===== config.mk =====
export PLATFORM = sky130hd
export DESIGN_NAME = regFile
export DESIGN_NICKNAME = d
export VERILOG_FILES = /design/src/hw/regFile.sv
export SDC_FILE = /design/constraint.sdc
export NUM_CORES = 2
export LEC_CHECK = 0
export ABC_AREA = 1
export BUFFER_PORTS_ARGS = -buffer_cell sky130_fd_sc_hd__clkbuf_2
export CAP_MARGIN = 20
export CORE_UTILIZATION = 30
export CTS_CLUSTER_DIAMETER = 150
export DETAILED_ROUTE_END_ITERATION = 10
export SETUP_SLACK_MARGIN = 0.4
export SLEW_MARGIN = 25
export SYNTH_ARGS = -nofsm -noshare
export SYNTH_HDL_FRONTEND = slang
export SYNTH_SLANG_ARGS = --single-unit

===== constraint.sdc =====
create_clock -name clk -period 4.7 [get_ports clk]
set_input_delay 0.705 -clock clk [delete_from_list [all_inputs] [get_ports clk]]
set_output_delay 0.705 -clock clk [all_outputs]
set_load 0.1 [all_outputs]

===== src/hw/regFile.sv =====
`timescale 1ns/1ps

module regFile (
	input  logic        clk,
	input  logic        arstN,
	input  logic [4:0]  rdAddr1,
	input  logic [4:0]  rdAddr2,
	output logic [31:0] rdData1,
	output logic [31:0] rdData2,
	input  logic        wrEn,
	input  logic [4:0]  wrAddr,
	input  logic [31:0] wrData
);
	logic [31:0] regs [32];

	// writeback in the same cycle is seen by decode
	assign rdData1 = (rdAddr1 == 5'd0) ? 32'h0 :
		(wrEn && wrAddr == rdAddr1) ? wrData : regs[rdAddr1];
	assign rdData2 = (rdAddr2 == 5'd0) ? 32'h0 :
		(wrEn && wrAddr == rdAddr2) ? wrData : regs[rdAddr2];

	always_ff @(posedge clk or negedge arstN)
	begin
		if (!arstN)
		begin
			for (int i = 0; i < 32; i++)
				regs[i] <= 32'h0;
		end
		else if (wrEn && wrAddr != 5'd0)
			regs[wrAddr] <= wrData;
	end

endmodule


==> results.sh <==
export IMPL_synth_top_area_share_pct=43.03
export IMPL_dp_final_hpwl_um=144900
export IMPL_grt_max_degree=165
export IMPL_core_sq_um=197200
export IMPL_vias_per_cell=5.410
export IMPL_grt_pass1_vias=57510
export IMPL_avgSynthCellArea_sq_um=6.728
export IMPL_cts_setup_buffers=0
export IMPL_seqCellArea_sq_um=25620
export IMPL_rsz0062_at_grt="no"
export IMPL_arrival_ns=3.42
export IMPL_ant_nets=0
export IMPL_fmax_mhz=242.5
export IMPL_fin_hold_ws_ns=-0.01000
export IMPL_rrSetupSlack_ns=3.93
export IMPL_cts_sinks=1024
export IMPL_mappedNetlistNets=8902
export IMPL_finalCriticalPeriod_ns=4.123
export IMPL_cts_max_level=3
export IMPL_tns_ns=0
export IMPL_yosys_warnings=0
export IMPL_cts_tree="built"
export IMPL_cts_hold_buffers=0
export IMPL_wire_per_inst_um=22.10
export IMPL_status="finished, violations left"
export IMPL_ios=114
export IMPL_clock_root_buffer="clkbuf_16"
export IMPL_stdcell_area_sq_um=67160
export IMPL_slew_headroom_pct=21.72
export IMPL_multi_input_area_sq_um=27550
export IMPL_p_leak_nw=32.73
export IMPL_yosysTopAreaCell="dfrtp_1"
export IMPL_antenna_found_initial=27
export IMPL_first_iter_violations=8216
export IMPL_vias=60720
export IMPL_met2_usage_pct=38.47
export IMPL_drive_gt1_share_pct=6.417
export IMPL_fin_worst_skew_ns=0
export IMPL_cp_slowest_stage_delay_ns=0.63
export IMPL_netlist_instances=8852
export IMPL_wirelength_um=248100
export IMPL_top_regs="regs x1024"
export IMPL_irDropWorstVdd_mv=0.3095
export IMPL_largest_reg_flops=1024
export IMPL_fill_cells=20850
export IMPL_dieArea_sq_um=200300
export IMPL_violations="negative hold slack"
export IMPL_hp_class="primary input to async pin"
export IMPL_synthTopCellsByCount="nand2_1 (2887), nand3_1 (1397), o21ai_0 (1085)"
export IMPL_syn_cell_area_sq_um=59560
export IMPL_dpl_instance_area_sq_um=63430
export IMPL_port_buffers=113
export IMPL_drc=0
export IMPL_setup_violations_final=0
export IMPL_cap_violations=0
export IMPL_fp_dieH_um=447.6
export IMPL_synth_most_common_cell="nand2_1"
export IMPL_met1_usage_pct=29.96
export IMPL_largest_register="regs"
export IMPL_synth_ff_type="dfrtp_1"
export IMPL_die_x_um=447.6
export IMPL_rows=163
export IMPL_synth_edff_count=0
export IMPL_slew_viol_final=0
export IMPL_setup_worst_path_class="primary input to output port"
export IMPL_finalHoldViolations=9
export IMPL_ys_seq_area_share_pct=43.03
export IMPL_netlist_top_cells_area="dfrtp_1 (43%), nand2_1 (18%), nand3_1 (12%), o21ai_0 (9.1%), inv_1 (5.9%)"
export IMPL_fin_nets=8534
export IMPL_clk_path_buf_depth=3
export IMPL_cp_end_kind="output port"
export IMPL_worstSetupStartpointType="primary input"
export IMPL_dpl_cell_count=11010
export IMPL_path_cells="buf_8 -> inv_8 -> o22ai_1 -> nor2_1 -> nand3_4 -> buf_4 -> a21oi_1 -> buf_12"
export IMPL_drt_first_pass_iters=6
export IMPL_post_cts_resized=0
export IMPL_use_met3_pct=4.440
export IMPL_yosysUniqueCellTypes=25
export IMPL_grt_overflow_total=0
export IMPL_power_density_nw_per_um2=407.5
export IMPL_worst_path_max_delay_cell="a21oi_1"
export IMPL_worst_slew_pin_slew_ns=1.174
export IMPL_clkLatencyLatePin_ns=0.75
export IMPL_final_cells=11220
export IMPL_period_share_pct=87.73
export IMPL_cp_required_ns=3.99
export IMPL_ys_async_sr_fraction_pct=100.0
export IMPL_ys_seq_elements=1024
export IMPL_path_max_fanout=72
export IMPL_syn2layout_area_growth_pct=12.77
export IMPL_grt_usage_pct=24.36
export IMPL_busiest_layer="met2"
export IMPL_cts_clk_slew_worst_paths_ns=0.06
export IMPL_place_gp_congestion=0.9308
export IMPL_initial_core_util_pct=30.20
export IMPL_cts_buffers=109
export IMPL_final_core_utilization_pct=34.06
export IMPL_grt_first_pass_wirelength_um=369100
[per-stage QoR]
stage	total power, mW	setup slack [ns]
2_1_floorplan	15.95	0.7263
3_3_place_gp	17.95	0.6751
3_5_place_dp	18.16	0.6955
4_1_cts	27.33	0.6866
5_1_grt	28.76	0.6191
6_report	27.37	0.5766
[final timing paths]
| path | from | to | cells after the start |
|---|---|---|---|
| min | arstN | regs[157]$_DFFE_PN0P_ | 1 |
| max reg2reg | regs[124]$_DFFE_PN0P_ | regs[124]$_DFFE_PN0P_ | 2 |
| min in group clk | wrData[16] | regs[624]$_DFFE_PN0P_ | 3 |
| max in group asynchronous | arstN | regs[387]$_DFFE_PN0P_ | 2 |
| min reg2reg | regs[1020]$_DFFE_PN0P_ | regs[1020]$_DFFE_PN0P_ | 0 |
| max | rdAddr2[0] | rdData2[24] | 8 |
[cells by family after synthesis]
group | Yosys count | synth area share [%]
compound gates | 1498 | 13.51
xor+xnor | 1 | 0.01471
buf+inv | 1713 | 11.11
flops | 1024 | 43.03
simple gates | 4616 | 32.34
[final cells by class]
cell class	instances	area share [%]
clock buffer	152	4.600
antenna	13	0.04844
inverter	949	5.356
tap	2640	4.918
clock inverter	46	0.9091
timing repair buffer	285	5.004
multi-input combinational	6115	41.01
sequential	1024	38.15
[critical path: cells and delay by family]
kind / cells / cell delay, ns
AO/OA/AOI/OAI: 2 / 0.80
buffers and inverters: 4 / 1.17
AND/OR/NAND/NOR: 2 / 0.60
[power breakdown]
group          total, mW  internal, mW  switching, mW
Sequential          11.4          10.5          0.899
Combinational       6.76          2.18           4.58
Clock               9.21          5.24           3.96
Total               27.4          17.9           9.44
[placed cells by master, fill, tap and decap left out, types with 23 or more instances in the layout]
master,count
buf_12,102
nand3_1,1396
nand2_4,23
o211ai_1,216
clkbuf_2,38
clkbuf_16,109
clkbuf_1,23
nand2_1,2863
dfrtp_1,1024
buf_4,136
inv_1,930
o21ai_1,71
o21ai_0,1085
nor2_1,282
or2_2,26
a21oi_1,120
[metal layers]
| layer | share of wire (%) | vias up | wire, um |
|---|---|---|---|
| met4 | 7.6 | 22 | 18870 |
| met1 | 38 | 28700 | 94900 |
| met3 | 9.8 | 881 | 24350 |
| met2 | 44 | 3619 | 109800 |
| li1 | - | 27500 | - |
| met5 | 0.068 | - | 169 |
(Power assumes the default switching activity.)
