### config.mk
export PLATFORM = sky130hd
export DESIGN_NAME = instrQueue
export DESIGN_NICKNAME = d
export VERILOG_FILES = /design/src/hw/dlxPkg.sv /design/src/hw/instrQueue.sv
export SDC_FILE = /design/constraint.sdc
export NUM_CORES = 1
export LEC_CHECK = 0
export ABC_CLOCK_PERIOD_IN_PS = 4300
export BUFFER_PORTS_ARGS = -buffer_cell sky130_fd_sc_hd__clkbuf_2
export CORE_ASPECT_RATIO = 1.4
export CORE_MARGIN = 2
export CORE_UTILIZATION = 30
export DETAILED_ROUTE_END_ITERATION = 10
export GPL_TIMING_DRIVEN = 0
export SLEW_MARGIN = 0
export SYNTH_ARGS = -nofsm -noshare
export SYNTH_HDL_FRONTEND = slang
export SYNTH_SLANG_ARGS = --single-unit
### constraint.sdc
create_clock -name clk -period 4.3 [get_ports clk]
set_input_delay 0.215 -clock clk [delete_from_list [all_inputs] [get_ports clk]]
set_output_delay 0.215 -clock clk [all_outputs]
set_load 0.05 [all_outputs]
### src/hw/dlxPkg.sv
package dlxPkg;

	typedef struct packed {
		logic [5:0] opcode;
		logic [4:0] rs1;
		logic [4:0] rs2;
		logic [4:0] rd;
		logic [4:0] shamt;
		logic [5:0] func;
	} rFmtS;

	typedef struct packed {
		logic [5:0]  opcode;
		logic [4:0]  rs1;
		logic [4:0]  rd;     // store data source for stores
		logic [15:0] imm16;
	} iFmtS;

	typedef union packed {
		rFmtS r;
		iFmtS i;
	} instrU;

	localparam logic [31:0] NOP_WORD = 32'h0000_0015;

	localparam logic [5:0] OP_RTYPE = 6'b000000;
	localparam logic [5:0] OP_ADDI  = 6'b001000;
	localparam logic [5:0] OP_ADDUI = 6'b001001;
	localparam logic [5:0] OP_SUBI  = 6'b001010;
	localparam logic [5:0] OP_SUBUI = 6'b001011;
	localparam logic [5:0] OP_ANDI  = 6'b001100;
	localparam logic [5:0] OP_ORI   = 6'b001101;
	localparam logic [5:0] OP_XORI  = 6'b001110;
	localparam logic [5:0] OP_LHI   = 6'b001111;
	localparam logic [5:0] OP_SLLI  = 6'b010100;
	localparam logic [5:0] OP_SRLI  = 6'b010110;
	localparam logic [5:0] OP_SRAI  = 6'b010111;
	localparam logic [5:0] OP_SEQI  = 6'b011000;
	localparam logic [5:0] OP_SNEI  = 6'b011001;
	localparam logic [5:0] OP_SLTI  = 6'b011010;
	localparam logic [5:0] OP_SGTI  = 6'b011011;
	localparam logic [5:0] OP_SLEI  = 6'b011100;
	localparam logic [5:0] OP_SGEI  = 6'b011101;
	localparam logic [5:0] OP_LB    = 6'b100000;
	localparam logic [5:0] OP_LH    = 6'b100001;
	localparam logic [5:0] OP_LW    = 6'b100011;
	localparam logic [5:0] OP_LBU   = 6'b100100;
	localparam logic [5:0] OP_LHU   = 6'b100101;
	localparam logic [5:0] OP_SB    = 6'b101000;
	localparam logic [5:0] OP_SH    = 6'b101001;
	localparam logic [5:0] OP_SW    = 6'b101011;

	localparam logic [5:0] FN_SLL  = 6'b000100;
	localparam logic [5:0] FN_SRL  = 6'b000110;
	localparam logic [5:0] FN_SRA  = 6'b000111;
	localparam logic [5:0] FN_ADD  = 6'b100000;
	localparam logic [5:0] FN_ADDU = 6'b100001;
	localparam logic [5:0] FN_SUB  = 6'b100010;
	localparam logic [5:0] FN_SUBU = 6'b100011;
	localparam logic [5:0] FN_AND  = 6'b100100;
	localparam logic [5:0] FN_OR   = 6'b100101;
	localparam logic [5:0] FN_XOR  = 6'b100110;
	localparam logic [5:0] FN_SEQ  = 6'b101000;
	localparam logic [5:0] FN_SNE  = 6'b101001;
	localparam logic [5:0] FN_SLT  = 6'b101010;
	localparam logic [5:0] FN_SGT  = 6'b101011;
	localparam logic [5:0] FN_SLE  = 6'b101100;
	localparam logic [5:0] FN_SGE  = 6'b101101;

	localparam logic [1:0] MSZ_BYTE = 2'd0;
	localparam logic [1:0] MSZ_HALF = 2'd1;
	localparam logic [1:0] MSZ_WORD = 2'd2;

	typedef enum logic [3:0] {
		ALU_ADD, ALU_SUB, ALU_AND, ALU_OR, ALU_XOR, ALU_SLL, ALU_SRL, ALU_SRA,
		ALU_SEQ, ALU_SNE, ALU_SLT, ALU_SGT, ALU_SLE, ALU_SGE, ALU_LHI
	} aluOpE;

	typedef enum logic [1:0] {
		FWD_REG, FWD_EXMEM, FWD_MEMWB
	} fwdSelE;

	typedef struct packed {
		logic [31:0] rs1Val;
		logic [31:0] rs2Val;
		logic [31:0] imm;
		logic [4:0]  rs1;
		logic [4:0]  rs2;
		logic [4:0]  rd;
		aluOpE       aluOp;
		logic        useImm;
		logic        isLoad;
		logic        isStore;
		logic [1:0]  memSize;
		logic        memUnsigned;
		logic        regWr;
		logic        valid;
	} idExS;

	typedef struct packed {
		logic [31:0] result;   // alu value or effective address
		logic [31:0] storeData;
		logic [4:0]  rd;
		logic        isLoad;
		logic        isStore;
		logic [1:0]  memSize;
		logic        memUnsigned;
		logic        regWr;
		logic        valid;
	} exMemS;

	typedef struct packed {
		logic [31:0] result;
		logic [4:0]  rd;
		logic        regWr;
		logic        valid;
	} memWbS;

	typedef struct packed {
		logic [4:0]  rd;
		logic [31:0] value;
	} wbRecS;

endpackage

### src/hw/instrQueue.sv
`timescale 1ns/1ps

module instrQueue #(
	parameter int QUEUE_DEPTH = 4
) (
	input  logic          clk,
	input  logic          arstN,
	input  dlxPkg::instrU inWord,
	input  logic          inValid,
	output logic          inReady,
	output dlxPkg::instrU outWord,
	output logic          outValid,
	input  logic          outReady
);
	import dlxPkg::*;

	localparam int PW = $clog2(QUEUE_DEPTH);
	localparam logic [PW:0] FULL_CNT = (PW + 1)'(QUEUE_DEPTH);

	instrU slots [QUEUE_DEPTH];
	logic [PW-1:0] wrPtr;
	logic [PW-1:0] rdPtr;
	logic [PW:0] count;
	logic push;
	logic pop;

	assign inReady = count != FULL_CNT;
	assign outValid = count != '0;
	assign outWord = slots[rdPtr];
	assign push = inValid && inReady;
	assign pop = outValid && outReady;

	always_ff @(posedge clk)
	begin
		if (push)
			slots[wrPtr] <= inWord;
	end

	always_ff @(posedge clk or negedge arstN)
	begin
		if (!arstN)
		begin
			wrPtr <= '0;
			rdPtr <= '0;
			count <= '0;
		end
		else
		begin
			if (push)
				wrPtr <= wrPtr + 1'b1;   // wraps, depth is a power of two
			if (pop)
				rdPtr <= rdPtr + 1'b1;
			if (push && !pop)
				count <= count + 1'b1;
			else if (pop && !push)
				count <= count - 1'b1;
		end
	end

	noOverflow: assert property (@(posedge clk) disable iff (!arstN) count <= FULL_CNT);
	noUnderflow: assert property (@(posedge clk) disable iff (!arstN)
		(count == '0) |=> (count <= 1));

endmodule

==> results.md <==
- Initial antenna violation count: 0
- 1st-pass router iterations: 5
- Hold Path Class: in2reg
- Worst hold slack: 0.0257 ns
- Vias in the first global route: 2593
- Final non-filler cell total: 512
- Max Buffers Root-to-Sink: 2
- IO Count: 70
- RSZ-0062 raised after global routing: false
- CP cell instances: clkbuf_1, buf_2, mux4_2, clkbuf_2
- Largest net degree at the start of global routing: 23
- Endpoints failing hold: 0
- Drt wl/cell: 17.7 um
- Sw Share: 0.370
- Die Y: 158 um
- FMAX: 462 MHz
- Post-synthesis register bit count: 135
- Synth Instances: 203
- Die Footprint: 18000 um2
- CP Buf/Inv Count: 3
- Skew final: 0.00446 ns
- Congestion Overflow GR: 0
- Number of library cell types mapped by synthesis: 20
- Worst-Margin Slew: 0.365 ns
- Comb pwr share: 0.375
- Resized Gates After CTS: 0
- Worst R2R End: count[2]
- Layout area overhead: 25.6%
- Final worst-path cycle share: 0.503
- Slowest-stage cell, CP: mux4_2
- Top Family by Delay on Critical Path: buffers and inverters
- Gpl congestion: 0.669
- MaxCap Viol Count: 0
- WP data arrival: 1.95 ns
- Gr usage total: 0.109
- Hold_sp: inWord[24]
- DRT antenna net count: 0
- Flop-to-flop setup slack: 2.19 ns
- Clock root buffer: clkbuf_16
- Mapped Nets: 245
- Num CTS Buffers: 17
- Setup violators final: 0
- Clock Pin Slew Worst Setup and Hold Paths: 0.06 ns
- Initial DRC count: 92
- Die X: 114 um
- Synth area leaders: edfxtp_1, mux4_2, dfrtp_1
- Slew Limit Headroom: 0.756
- Num rows: 56
- Dpl hpwl: 5.76 mm
- Critical path required time: 4.09 ns
- Leakage: 2.25 nW
- Maximum VDD drop: 320 uV
- Fin nets: 338
- Crit end category: output pin
- Yosys top cell area share: 0.757
- CP Launch Point: rdPtr[1]
- Dpl cells: 479
- IO buf count: 69
- Setup ws final: 2.14 ns
- Most common cell after layout, fill and taps aside: edfxtp_1
- Slowest cell delay on critical path: 0.37 ns
- Critical Path Start Type: flip-flop
- TritonCTS clock tree: done
- Crit path depth: 4
- Hold Buf Count CTS: 1
- Reg power frac: 0.347
- Drt drc: 0
- Util after Layout: 0.382
- Postcts setup bufs: 0
- Final Max Tran Viols: 0
- Yosys warnings: 0
- Vias per cell: 4.54
- Synth area leader: edfxtp_1
- Mean post-synth cell area: 25.0 um2
- Worst r2r path cells: 8
- Switching pwr: 1.94 mW
- Global-route wire length before repair: 14.1 mm
- H-tree Lvls: 4
- CP endpoint: outWord[10]
- Initial Utilization: 0.304
- # diodes: 0
- Commonest cells after routing, fill and taps aside: edfxtp_1, clkbuf_2, mux4_2
- Clock power share: 0.278
- Crit-path max FO: 10
- Mapped cell area: 5080 um2
- Seq/Total Area, Yosys: 0.792
- R2R Path Start: count[1]
- Worst-Skew Late Latency: 0.40 ns
- CP Class: reg2out
- Share of cells above drive strength 1: 0.472
- Clock sinks: 135
- Status: completed
- Pwr dens: 822 nW/um2
- Min cycle time layout: 2.16 ns
- Core area: 16700 um2
- DRT Wirelength: 9.05 mm
- Setup TNS Final: 0 ns
- Dpl ws: 2.20 ns
- Internal Power: 3.30 mW
- Routed vias: 2324
## per-layer routing
layer | vias up | global-route usage | part of all wire
met3 | 12 | 0.0352 | 0.046
met4 | 0 | 0.0453 | 0.016
met5 | - | 0 | 0
met2 | 55 | 0.189 | 0.53
li1 | 1042 | - | -
met1 | 1215 | 0.124 | 0.41
## power by group through the flow
stage	Sequential, mW	Clock (mW)	Combinational [mW]
floorplan	1.83	0	1.53
global placement	1.84	0	1.94
detailed placement	1.85	0	2.02
CTS	1.82	1.50	2.02
global route	1.84	1.56	2.10
finish	1.82	1.46	1.97
## sequential cells by signal, summed over array words and instances, names as in the netlist
signal,cells
slots,128
rdPtr,2
count,3
wrPtr,2
## Yosys cell counts (all sizes together)
master	count
a21boi	1
and2	4
buf	7
clkbuf	1
dfrtp	7
edfxtp	128
fa	1
ha	5
inv	3
mux2	2
mux4	32
nand2	2
nand3	1
nor2	2
or3	1
xnor2	4
xor2	2
## metrics by stage
step	power (mW)	area (um2)
2_1_floorplan	3.36	5080
3_3_place_gp	3.78	5680
3_5_place_dp	3.87	5760
4_1_cts	5.34	6370
5_1_grt	5.49	6370
6_report	5.24	6370
## cell type report
type / count / area [um2]
clock buffers: 17 / 425
fillers: 1545 / 10300
repair buffers: 74 / 435
clock inverters: 15 / 179
inverters: 3 / 11.3
multi-input cells: 57 / 961
well taps: 203 / 254
plain buffers: 8 / 90.1
flip-flops and latches: 135 / 4020
## worst min-delay path by stage
stage,end,slack [ns],cells after the start
final,slots[3][24],0.03,1
after global routing,slots[0][12],0.01,1
after CTS,slots[0][15],0.007,1
after detailed placement,count[2],0.07,1
after global placement,count[2],0.06,1
after floorplan,count[0],-0.08,0
## worst register-to-register path: cells and delay by family, from the launching register on
kind	cells	cell delay [ns]
fa+ha+maj	2	0.56
simple gates	3	0.67
buf+inv	1	0.06
flops	1	0.41
xor+xnor	2	0.33
## kinds of logic (layout without fill, tap and decap cells)
kind of cell,after synthesis,in the layout,share of synthesized area
fa+ha+maj,6,6,0.0163
flops,135,135,0.792
mux,34,34,0.149
simple gates,10,10,0.0101
xor+xnor,6,6,0.0104
buf+inv,11,117,0.0200
compound gates,1,1,0.00222
No activity file was read; power rests on OpenSTA's default activity.
