`src/hw/dlxPkg.sv`:
```
package dlxPkg;

	typedef struct packed {
		logic [5:0] opcode;
		logic [4:0] rs1;
		logic [4:0] rs2;
		logic [4:0] rd;
		logic [4:0] shamt;
		logic [5:0] func;
	} rFmtS;

	typedef struct packed {
		logic [5:0]  opcode;
		logic [4:0]  rs1;
		logic [4:0]  rd;     // store data source for stores
		logic [15:0] imm16;
	} iFmtS;

	typedef union packed {
		rFmtS r;
		iFmtS i;
	} instrU;

	localparam logic [31:0] NOP_WORD = 32'h0000_0015;

	localparam logic [5:0] OP_RTYPE = 6'b000000;
	localparam logic [5:0] OP_ADDI  = 6'b001000;
	localparam logic [5:0] OP_ADDUI = 6'b001001;
	localparam logic [5:0] OP_SUBI  = 6'b001010;
	localparam logic [5:0] OP_SUBUI = 6'b001011;
	localparam logic [5:0] OP_ANDI  = 6'b001100;
	localparam logic [5:0] OP_ORI   = 6'b001101;
	localparam logic [5:0] OP_XORI  = 6'b001110;
	localparam logic [5:0] OP_LHI   = 6'b001111;
	localparam logic [5:0] OP_SLLI  = 6'b010100;
	localparam logic [5:0] OP_SRLI  = 6'b010110;
	localparam logic [5:0] OP_SRAI  = 6'b010111;
	localparam logic [5:0] OP_SEQI  = 6'b011000;
	localparam logic [5:0] OP_SNEI  = 6'b011001;
	localparam logic [5:0] OP_SLTI  = 6'b011010;
	localparam logic [5:0] OP_SGTI  = 6'b011011;
	localparam logic [5:0] OP_SLEI  = 6'b011100;
	localparam logic [5:0] OP_SGEI  = 6'b011101;
	localparam logic [5:0] OP_LB    = 6'b100000;
	localparam logic [5:0] OP_LH    = 6'b100001;
	localparam logic [5:0] OP_LW    = 6'b100011;
	localparam logic [5:0] OP_LBU   = 6'b100100;
	localparam logic [5:0] OP_LHU   = 6'b100101;
	localparam logic [5:0] OP_SB    = 6'b101000;
	localparam logic [5:0] OP_SH    = 6'b101001;
	localparam logic [5:0] OP_SW    = 6'b101011;

	localparam logic [5:0] FN_SLL  = 6'b000100;
	localparam logic [5:0] FN_SRL  = 6'b000110;
	localparam logic [5:0] FN_SRA  = 6'b000111;
	localparam logic [5:0] FN_ADD  = 6'b100000;
	localparam logic [5:0] FN_ADDU = 6'b100001;
	localparam logic [5:0] FN_SUB  = 6'b100010;
	localparam logic [5:0] FN_SUBU = 6'b100011;
	localparam logic [5:0] FN_AND  = 6'b100100;
	localparam logic [5:0] FN_OR   = 6'b100101;
	localparam logic [5:0] FN_XOR  = 6'b100110;
	localparam logic [5:0] FN_SEQ  = 6'b101000;
	localparam logic [5:0] FN_SNE  = 6'b101001;
	localparam logic [5:0] FN_SLT  = 6'b101010;
	localparam logic [5:0] FN_SGT  = 6'b101011;
	localparam logic [5:0] FN_SLE  = 6'b101100;
	localparam logic [5:0] FN_SGE  = 6'b101101;

	localparam logic [1:0] MSZ_BYTE = 2'd0;
	localparam logic [1:0] MSZ_HALF = 2'd1;
	localparam logic [1:0] MSZ_WORD = 2'd2;

	typedef enum logic [3:0] {
		ALU_ADD, ALU_SUB, ALU_AND, ALU_OR, ALU_XOR, ALU_SLL, ALU_SRL, ALU_SRA,
		ALU_SEQ, ALU_SNE, ALU_SLT, ALU_SGT, ALU_SLE, ALU_SGE, ALU_LHI
	} aluOpE;

	typedef enum logic [1:0] {
		FWD_REG, FWD_EXMEM, FWD_MEMWB
	} fwdSelE;

	typedef struct packed {
		logic [31:0] rs1Val;
		logic [31:0] rs2Val;
		logic [31:0] imm;
		logic [4:0]  rs1;
		logic [4:0]  rs2;
		logic [4:0]  rd;
		aluOpE       aluOp;
		logic        useImm;
		logic        isLoad;
		logic        isStore;
		logic [1:0]  memSize;
		logic        memUnsigned;
		logic        regWr;
		logic        valid;
	} idExS;

	typedef struct packed {
		logic [31:0] result;   // alu value or effective address
		logic [31:0] storeData;
		logic [4:0]  rd;
		logic        isLoad;
		logic        isStore;
		logic [1:0]  memSize;
		logic        memUnsigned;
		logic        regWr;
		logic        valid;
	} exMemS;

	typedef struct packed {
		logic [31:0] result;
		logic [4:0]  rd;
		logic        regWr;
		logic        valid;
	} memWbS;

	typedef struct packed {
		logic [4:0]  rd;
		logic [31:0] value;
	} wbRecS;

endpackage

```
`src/hw/writebackPort.sv`:
```
`timescale 1ns/1ps

module writebackPort (
	input  logic          clk,
	input  logic          arstN,
	input  dlxPkg::memWbS memWb,
	output logic          wrEn,
	output logic [4:0]    wrAddr,
	output logic [31:0]   wrData,
	output dlxPkg::wbRecS rec,
	output logic          recValid,
	input  logic          recReady,
	output logic          advance
);
	logic commit;

	assign commit = memWb.valid && memWb.regWr && memWb.rd != 5'd0;
	// freeze only when a held record would be overwritten
	assign advance = !(recValid && !recReady && commit);
	assign wrEn = commit && advance;
	assign wrAddr = memWb.rd;
	assign wrData = memWb.result;

	always_ff @(posedge clk)
	begin
		if (wrEn)
			rec <= '{rd: memWb.rd, value: memWb.result};
	end

	always_ff @(posedge clk or negedge arstN)
	begin
		if (!arstN)
			recValid <= 1'b0;
		else if (wrEn)
			recValid <= 1'b1;
		else if (recReady)
			recValid <= 1'b0;
	end

	recHeld: assert property (@(posedge clk) disable iff (!arstN)
		(recValid && !recReady) |=> (recValid && $stable(rec)));

endmodule

```
`config.mk`:
```
export PLATFORM = sky130hd
export DESIGN_NAME = writebackPort
export DESIGN_NICKNAME = d
export VERILOG_FILES = /design/src/hw/dlxPkg.sv /design/src/hw/writebackPort.sv
export SDC_FILE = /design/constraint.sdc
export NUM_CORES = 1
export LEC_CHECK = 0
export BUFFER_PORTS_ARGS = -buffer_cell sky130_fd_sc_hd__buf_4
export CORE_UTILIZATION = 41
export DETAILED_ROUTE_END_ITERATION = 8
export HOLD_SLACK_MARGIN = 0.12
export PLACE_DENSITY = 0.84
export REMOVE_ABC_BUFFERS = 1
export SYNTH_ARGS = -nofsm -noshare
export SYNTH_HDL_FRONTEND = slang
export SYNTH_SLANG_ARGS = --single-unit
export TNS_END_PERCENT = 20
```
`constraint.sdc`:
```
create_clock -name clk -period 7.25 [get_ports clk]
set_input_delay 1.45 -clock clk [delete_from_list [all_inputs] [get_ports clk]]
set_output_delay 1.45 -clock clk [all_outputs]
set_load 0.02 [all_outputs]
```
==> impl_metrics.toml, run 1 <==
[synth]
syn_area_per_cell_um2 = 17.8
synthCells = 82
ys_seq_area_frac = 0.779
synth_seq_cells = 38
synthDistinctLibCells = 9
netlist_area_um2 = 1460
yosys_warnings = 0

[grt]
track_usage = 0.140
first_global_vias = 813
grt_overflow = 0
grt_pass1_wl_mm = 3.55
antenna_found_initial = 0
grt_max_degree = 38

[clock_tree]
htreeDepth = 2
cts_inserted_buffers = 5
root_buffer = "clkbuf_4"
ctsResizeCount = 0
clkLatencyLatePin_ns = 0.33
cts_setup_buffers = 0
cts_sinks = 38
clkTransAtPathRegs_ns = 0.11
clockBufferDepth = 2
cts_tree = "yes"
cts_hold_buf = 0

[floorplan]
rows = 21
die-height_um = 61.6
die_area_um2 = 3800
die_w_um = 61.6
core_um2 = 3360
initial_utilization = 0.433
ios = 119

[timing]
drv_slew = 0
finalHoldViolCount = 0
min_period_over_period = 0.562
clock_skew_ns = 0.0116
fmax_ghz = 0.245
finalSetupTns_ns = 0
fin_crit_ns = 4.08
final-setup-viol-count = 0
maxSlewHeadroom = 0.690
rsz0062_at_grt = "false"
worstMarginPinSlew_ns = 0.466

[critical_path]
crit_fanout = 3
critPathKind = "in -> out"
worstSetupEndpointType = "output port"
reg2regPathDepth = 2
cp.arrival_ns = 2.63
cp.required_ns = 5.80
critPathLaunchType = "input port"

[cells_and_area]
area_delta_synth_final_pct = 51.1
drive_gt1_frac = 0.744
final_nets = 213
final_area_um2 = 2200
num_antenna_cells = 0

[detailed_routing]
wl_mm = 2.79
vias = 923
firstDrtPassIters = 4
drtIter0Drc = 22
vias_per_cell = 4.23
drtAntennaViolNets = 0
routedWlPerCell_um = 12.8
drc = 0

[power]
powerDensity_nw_per_um2 = 204
power.switching_uw = 111
p_total_uw = 450
power_leakage_uw = 0.000983
combPwrFrac = 0.187
pwr-share-clk = 0.246
pwr-share-seq = 0.567
p_int_uw = 339
ir_drop_v = 0.000149
swShare = 0.247

[outcome]
outcome = "finished clean"

[hold_path]
min_path_cells = 2
min_path_type = "reg -> reg"

[placement]
hpwl_mm = 2.14
numPortBuffers = 118
placement.cell_area_um2 = 2140
gp_congestion = 0.709

[flow_run]
drv_cap = 0
==> cell type report <==
type / count / area (um^2)
multi-input cells: 5 / 47.5
well taps: 46 / 57.6
inverters: 2 / 7.51
fillers: 268 / 1160
clock inverters: 1 / 5.00
repair buffers: 119 / 893
clock buffers: 7 / 55.1
flip-flops and latches: 38 / 1140
==> Yosys cell counts <==
cell type | count | share of area
a21oi_1 | 1 | 0.0034
edfxtp_1 | 37 | 0.76
buf_4 | 37 | 0.19
dfrtp_1 | 1 | 0.017
inv_1 | 2 | 0.0052
or3_1 | 1 | 0.0043
o211ai_2 | 1 | 0.0086
o21ai_0 | 1 | 0.0034
or4_1 | 1 | 0.0052
==> sequential cells by signal (all words and copies together), names as in the netlist <==
signal,cells
rec,37
recValid,1
==> stage by stage <==
stage / util / instances / hold slack, ns / setup slack [ns]
CTS: 0.655 / 218 / 0.635 / 3.16
detailed placement: 0.637 / 210 / 0.617 / 3.16
global route: 0.655 / 218 / 0.661 / 3.12
finish: 0.655 / 218 / 0.628 / 3.17
global placement: 0.637 / 210 / 0.610 / 3.19
floorplan: - / 45 / 0.637 / 2.04
==> critical path, cell delays in order <==
cell and delay [ns]:
buf_4 0.12, or4_1 0.52, o211ai_2 0.25, or3_1 0.15
buf_4 0.13
==> power groups by stage <==
| stage | Clock (uW) | Sequential [uW] | Combinational [uW] |
|---|---|---|---|
| 2_1_floorplan | 0 | 273 | 5.15 |
| 5_1_grt | 124 | 257 | 89.3 |
| 3_3_place_gp | 0 | 260 | 83.3 |
| 6_report | 111 | 255 | 84.1 |
| 4_1_cts | 116 | 256 | 85.0 |
| 3_5_place_dp | 0 | 261 | 84.9 |
==> kinds of logic after synthesis <==
| group | after synthesis | synth area share |
|---|---|---|
| buf+inv | 39 | 0.196 |
| flops | 38 | 0.779 |
| simple gates | 2 | 0.00945 |
| compound gates | 3 | 0.0154 |
==> layer usage <==
metal  up-vias  GRT usage  share of wire
li1        433          -              -
met1       414      0.128           0.32
met2        69      0.246           0.55
met3         7     0.0651           0.11
met4         0     0.0952          0.020
met5         -          0              0
==> final timing paths <==
path                       startpoint  endpoint  slack (ns)
setup / recovery             memWb[2]   advance        3.17
hold / removal               recValid  recValid        0.63
setup reg to reg             recValid    rec[3]        5.86
hold reg to reg              recValid  recValid        0.63
max in group asynchronous       arstN  recValid        6.31
min in group asynchronous       arstN  recValid        0.86
==> placed cells by master (no fill, tap or decap), drive strengths merged <==
cell type,synthesis,final
dfrtp,1,1
o21ai,1,1
or4,1,1
edfxtp,37,37
clkbuf,0,7
clkinv,0,1
buf,37,119
inv,2,2
o211ai,1,1
or3,1,1
a21oi,1,1
Note: power is estimated with default switching activity, not from simulation.
==> inputs of run 2 (changes only) <==
--- a/config.mk
+++ b/config.mk
@@ -5,11 +5,12 @@
 export SDC_FILE = /design/constraint.sdc
 export NUM_CORES = 1
 export LEC_CHECK = 0
+export ABC_AREA = 1
 export BUFFER_PORTS_ARGS = -buffer_cell sky130_fd_sc_hd__buf_4
-export CORE_UTILIZATION = 41
+export CORE_UTILIZATION = 38
 export DETAILED_ROUTE_END_ITERATION = 8
 export HOLD_SLACK_MARGIN = 0.12
-export PLACE_DENSITY = 0.84
+export PLACE_DENSITY = 0.79
 export REMOVE_ABC_BUFFERS = 1
 export SYNTH_ARGS = -nofsm -noshare
 export SYNTH_HDL_FRONTEND = slang
==> constraint.sdc (replaced) <==
create_clock -name clk -period 4.15 [get_ports clk]
set_input_delay 0.83 -clock clk [delete_from_list [all_inputs] [get_ports clk]]
set_output_delay 0.83 -clock clk [all_outputs]
set_load 0.02 [all_outputs]
==> impl_metrics.toml, run 2 <==
[cells_and_area]
regArea_um2 = 1140
final_nets = 219
nFillCells = 292
area_delta_synth_final_pct = 54.1
largest_reg_flops = 37
largestRegisters = "rec x37, recValid x1"
final_area_um2 = 2260
fin_util = 0.612
num_antenna_cells = 0
multi_input_area_um2 = 43.8
final_cell_mix = "buf_4, edfxtp_1, clkbuf_8, inv_1"
largest-register = "rec"
drive_gt1_frac = 0.719
mostFrequentLayoutCell = "buf_4"

[synth]
ys_async_sr_fraction = 0.0263
syn_area_per_cell_um2 = 16.6
synth_top_area_frac = 0.758
synth_area_leaders = "edfxtp_1, buf_4, dfrtp_1"
synth_seq_cells = 38
synth_edf_count = 37
netlist_area_um2 = 1470
synth-main-ff-cell = "edfxtp_1"
synthCells = 88
yosys_warnings = 0
ys_seq_area_frac = 0.775
synth_common_cells = "buf_4, edfxtp_1, inv_1, nor2_1, nand2_1"
synthDistinctLibCells = 7
synth_top_area_cell = "edfxtp_1"

[clock_tree]
cts_inserted_buffers = 5
cts_sinks = 38
clkTransAtPathRegs_ns = 0.07
cts_tree = "yes"
clockBufferDepth = 2
ctsResizeCount = 0
htreeDepth = 2
root_buffer = "clkbuf_8"
cts_setup_buffers = 0
clkLatencyLatePin_ns = 0.28
cts_hold_buf = 0

[timing]
finalHoldViolCount = 0
min_period_over_period = 0.561
clock_skew_ns = 0.00644
rsz0062_at_grt = "false"
fmax_ghz = 0.430
finalSetupTns_ns = 0
drv_slew = 0
final-setup-viol-count = 0
maxSlewHeadroom = 0.707
whs_ns = 0.304
fin_crit_ns = 2.33
worstMarginPinSlew_ns = 0.440

[floorplan]
initial_utilization = 0.397
die_w_um = 64.1
die_area_um2 = 4110
rows = 22
core_um2 = 3690
ios = 119
die-height_um = 64.1

[placement]
numPortBuffers = 118
placement.cell_area_um2 = 2150
gp_congestion = 0.739

[critical_path]
cp.required_ns = 3.32
worstSetupEndpointType = "output port"
critPathLaunchType = "input port"
cpMostUsedCell = "buf_4"
cp.arrival_ns = 1.50
crit_path_top_delay_cell = "buf_4"
critPathMaxStageDelay_ns = 0.16
crit_fanout = 3
critPathKind = "in -> out"
crit_chain = "buf_4, nor2_1, nand3_1, nand2_1, nor2_4, buf_4"

[power]
ir_drop_v = 0.000218
pwr-share-seq = 0.500
p_int_uw = 687
swShare = 0.230
pwr-share-clk = 0.335
p_total_uw = 892
combPwrFrac = 0.166
power_leakage_uw = 0.00103
power.switching_uw = 205
powerDensity_nw_per_um2 = 395

[detailed_routing]
drc = 0
drtIter0Drc = 41
vias = 949
wl_mm = 2.81
routedWlPerCell_um = 12.4
vias_per_cell = 4.20
firstDrtPassIters = 4
drtAntennaViolNets = 0

[grt]
antenna_found_initial = 0
grt_pass1_wl_mm = 4.20
first_global_vias = 944
track_usage = 0.140
grt_overflow = 0
grt_max_degree = 38

[flow_run]
drv_cap = 0

[outcome]
outcome = "finished clean"

[hold_path]
min_path_type = "in -> async"
run 2: critical path: cells and delay by family:
kind / cells / cell delay (ns)
buf+inv: 2 / 0.28
simple gates: 4 / 0.39
run 2: final timing paths:
path,start,endpoint,slack [ns],depth (start not counted)
worst max-delay path,memWb[5],wrEn,1.82,6
worst min-delay path,arstN,recValid,0.30,1
worst max register to register,recValid,rec[25],2.75,4
worst min register to register,recValid,recValid,0.65,4
max in group asynchronous,arstN,recValid,3.77,1
min in group clk,recValid,recValid,0.65,4
run 2: metal layers:
| layer | global-route usage | vias to the layer above | routed length [um] |
|---|---|---|---|
| met5 | 0 | - | 0 |
| met4 | 0.0583 | 0 | 33 |
| met3 | 0.0607 | 4 | 331 |
| met2 | 0.261 | 83 | 1520 |
| met1 | 0.131 | 421 | 927 |
| li1 | - | 441 | - |
run 2: layout make-up:
| class | instances | share of cell area |
|---|---|---|
| inverter | 4 | 0.00665 |
| sequential | 38 | 0.503 |
| tap | 48 | 0.0266 |
| clock inverter | 3 | 0.0177 |
| multi-input combinational | 9 | 0.0194 |
| clock buffer | 5 | 0.0305 |
| timing repair buffer | 119 | 0.396 |
run 2: logic make-up (layout without fill, tap and decap cells):
group,count (synthesis),after routing,synth area share
and+or+nand+nor,9,9,0.0248
DFF,38,38,0.775
buffers and inverters,41,131,0.200
run 2: power groups by stage:
stage	sequential [uW]	clock, uW	combinational, uW
3_3_place_gp	454	0	147
4_1_cts	446	307	150
5_1_grt	447	323	156
6_report	446	299	148
3_5_place_dp	454	0	150
2_1_floorplan	476	0	10.0
run 2: through the flow:
step                instances  setup WS [ns]
global route              226           1.75
finish                    226           1.82
detailed placement        218           1.82
global placement          218           1.86
CTS                       226           1.82
floorplan                  51          0.500
==> inputs of run 3 (changes only) <==
==> constraint.sdc (replaced) <==
create_clock -name clk -period 2.2 [get_ports clk]
set_input_delay 0.44 -clock clk [delete_from_list [all_inputs] [get_ports clk]]
set_output_delay 0.44 -clock clk [all_outputs]
set_load 0.02 [all_outputs]
==> impl_metrics.toml, run 3 (synthesized netlist as in run 2, its figures left out) <==
[critical_path]
r2r_start = "recValid"
worstSetupEndpointType = "output port"
cp.arrival_ns = 1.22
crit_chain = "inv_1, nor2_1, nand3_1, buf_4"
rrSetupSlack_ns = 0.94
critPathLaunch = "recValid"
critPathLaunchType = "register"
crit_path_top_delay_cell = "dfrtp_1"
critPathKind = "reg -> out"
cp.required_ns = 1.76
critPathMaxStageDelay_ns = 0.35
crit_fanout = 3

[power]
power_leakage_uw = 0.00102
powerDensity_nw_per_um2 = 694
ir_drop_v = 0.000342

[detailed_routing]
firstDrtPassIters = 4
routedWlPerCell_um = 13.0
drc = 0
vias = 959
drtAntennaViolNets = 0
drtIter0Drc = 10
wl_mm = 2.97
vias_per_cell = 4.21

[cells_and_area]
final_cell_mix = "buf_4, edfxtp_1, clkbuf_8, inv_1"
drive_gt1_frac = 0.706
largest_reg_flops = 37
largestRegisters = "rec x37, recValid x1"
area_delta_synth_final_pct = 53.4
mostFrequentLayoutCell = "buf_4"
final_area_um2 = 2250
num_antenna_cells = 0
largest-register = "rec"
final_nets = 221

[grt]
grt_overflow = 0
grt_pass1_wl_mm = 4.49
grt_max_degree = 20
first_global_vias = 974
antenna_found_initial = 0
track_usage = 0.156

[hold_path]
hold_start = "memWb[7]"
min_path_type = "in -> reg"

[timing]
maxSlewHeadroom = 0.795
min_period_over_period = 0.754
fin_crit_ns = 1.66
finalHoldViolCount = 0
fmax_ghz = 0.603
final-setup-viol-count = 0
worstMarginPinSlew_ns = 0.306
clock_skew_ns = 0.00461
rsz0062_at_grt = "false"
whs_ns = 0.339
drv_slew = 0
finalSetupTns_ns = 0

[clock_tree]
cts_sinks = 38
cts_setup_buffers = 0
clockBufferDepth = 2
clkLatencyLatePin_ns = 0.28
ctsResizeCount = 0
cts_inserted_buffers = 5
htreeDepth = 2
cts_tree = "yes"
root_buffer = "clkbuf_8"
clkTransAtPathRegs_ns = 0.07
cts_hold_buf = 1

[floorplan]
die_w_um = 64.1
rows = 22
core_um2 = 3690
ios = 119
die_area_um2 = 4110
initial_utilization = 0.397
die-height_um = 64.1

[outcome]
outcome = "finished clean"

[placement]
gp_congestion = 0.736
hpwl_mm = 2.42
placement.cell_area_um2 = 2160
numPortBuffers = 118

[flow_run]
drv_cap = 0
-- run 3: changes by cell type in the layout (fill, tap and decap cells not counted), sizes merged --
cell,previous run,this run
buf,119,120
bufinv,1,0
clkbuf,5,6
dlygate4sd3,0,1
-- run 3: area by class of cell --
type | count | area [um^2]
clock inverters | 2 | 8.76
well taps | 48 | 60.1
clock buffers | 6 | 72.6
repair buffers | 121 | 911
flip-flops and latches | 38 | 1140
inverters | 4 | 15.0
fillers | 307 | 1440
multi-input cells | 9 | 43.8
-- run 3: where the power goes --
group,internal [uW],total [uW],switching [uW]
clock network,217,435,217
registers,833,841,8.14
logic,133,284,151
total,1180,1560,377
-- run 3: worst max-delay path: cells and delay by family (launching register included) --
family / cells / cell delay, ns
AND/OR/NAND/NOR: 2 / 0.37
flip-flops: 1 / 0.35
buffers and inverters: 2 / 0.22
-- run 3: through the flow --
stage	power (uW)	utilization	setup slack, ns	std cells
after CTS	1590	0.609	0.527	228
after floorplan	918	-	-0.673	51
after global placement	1130	0.584	0.680	219
final	1560	0.609	0.541	228
after global routing	1630	0.609	0.428	228
after detailed placement	1140	0.584	0.652	219
-- run 3: path summary, 6_finish.rpt --
kind	end	cells past startpoint
worst max-delay path	advance	4
worst min-delay path	rec[0]	1
worst max register to register	rec[11]	4
worst min register to register	recValid	4
max in group asynchronous	recValid	2
min in group asynchronous	recValid	2
-- run 3: per-layer routing --
| metal | part of all wire | track usage | routed length, um |
|---|---|---|---|
| met1 | 0.32 | 0.147 | 954 |
| met4 | 0.020 | 0.0833 | 58 |
| met5 | 0 | 0 | 0 |
| met3 | 0.12 | 0.0750 | 350 |
| met2 | 0.54 | 0.277 | 1610 |
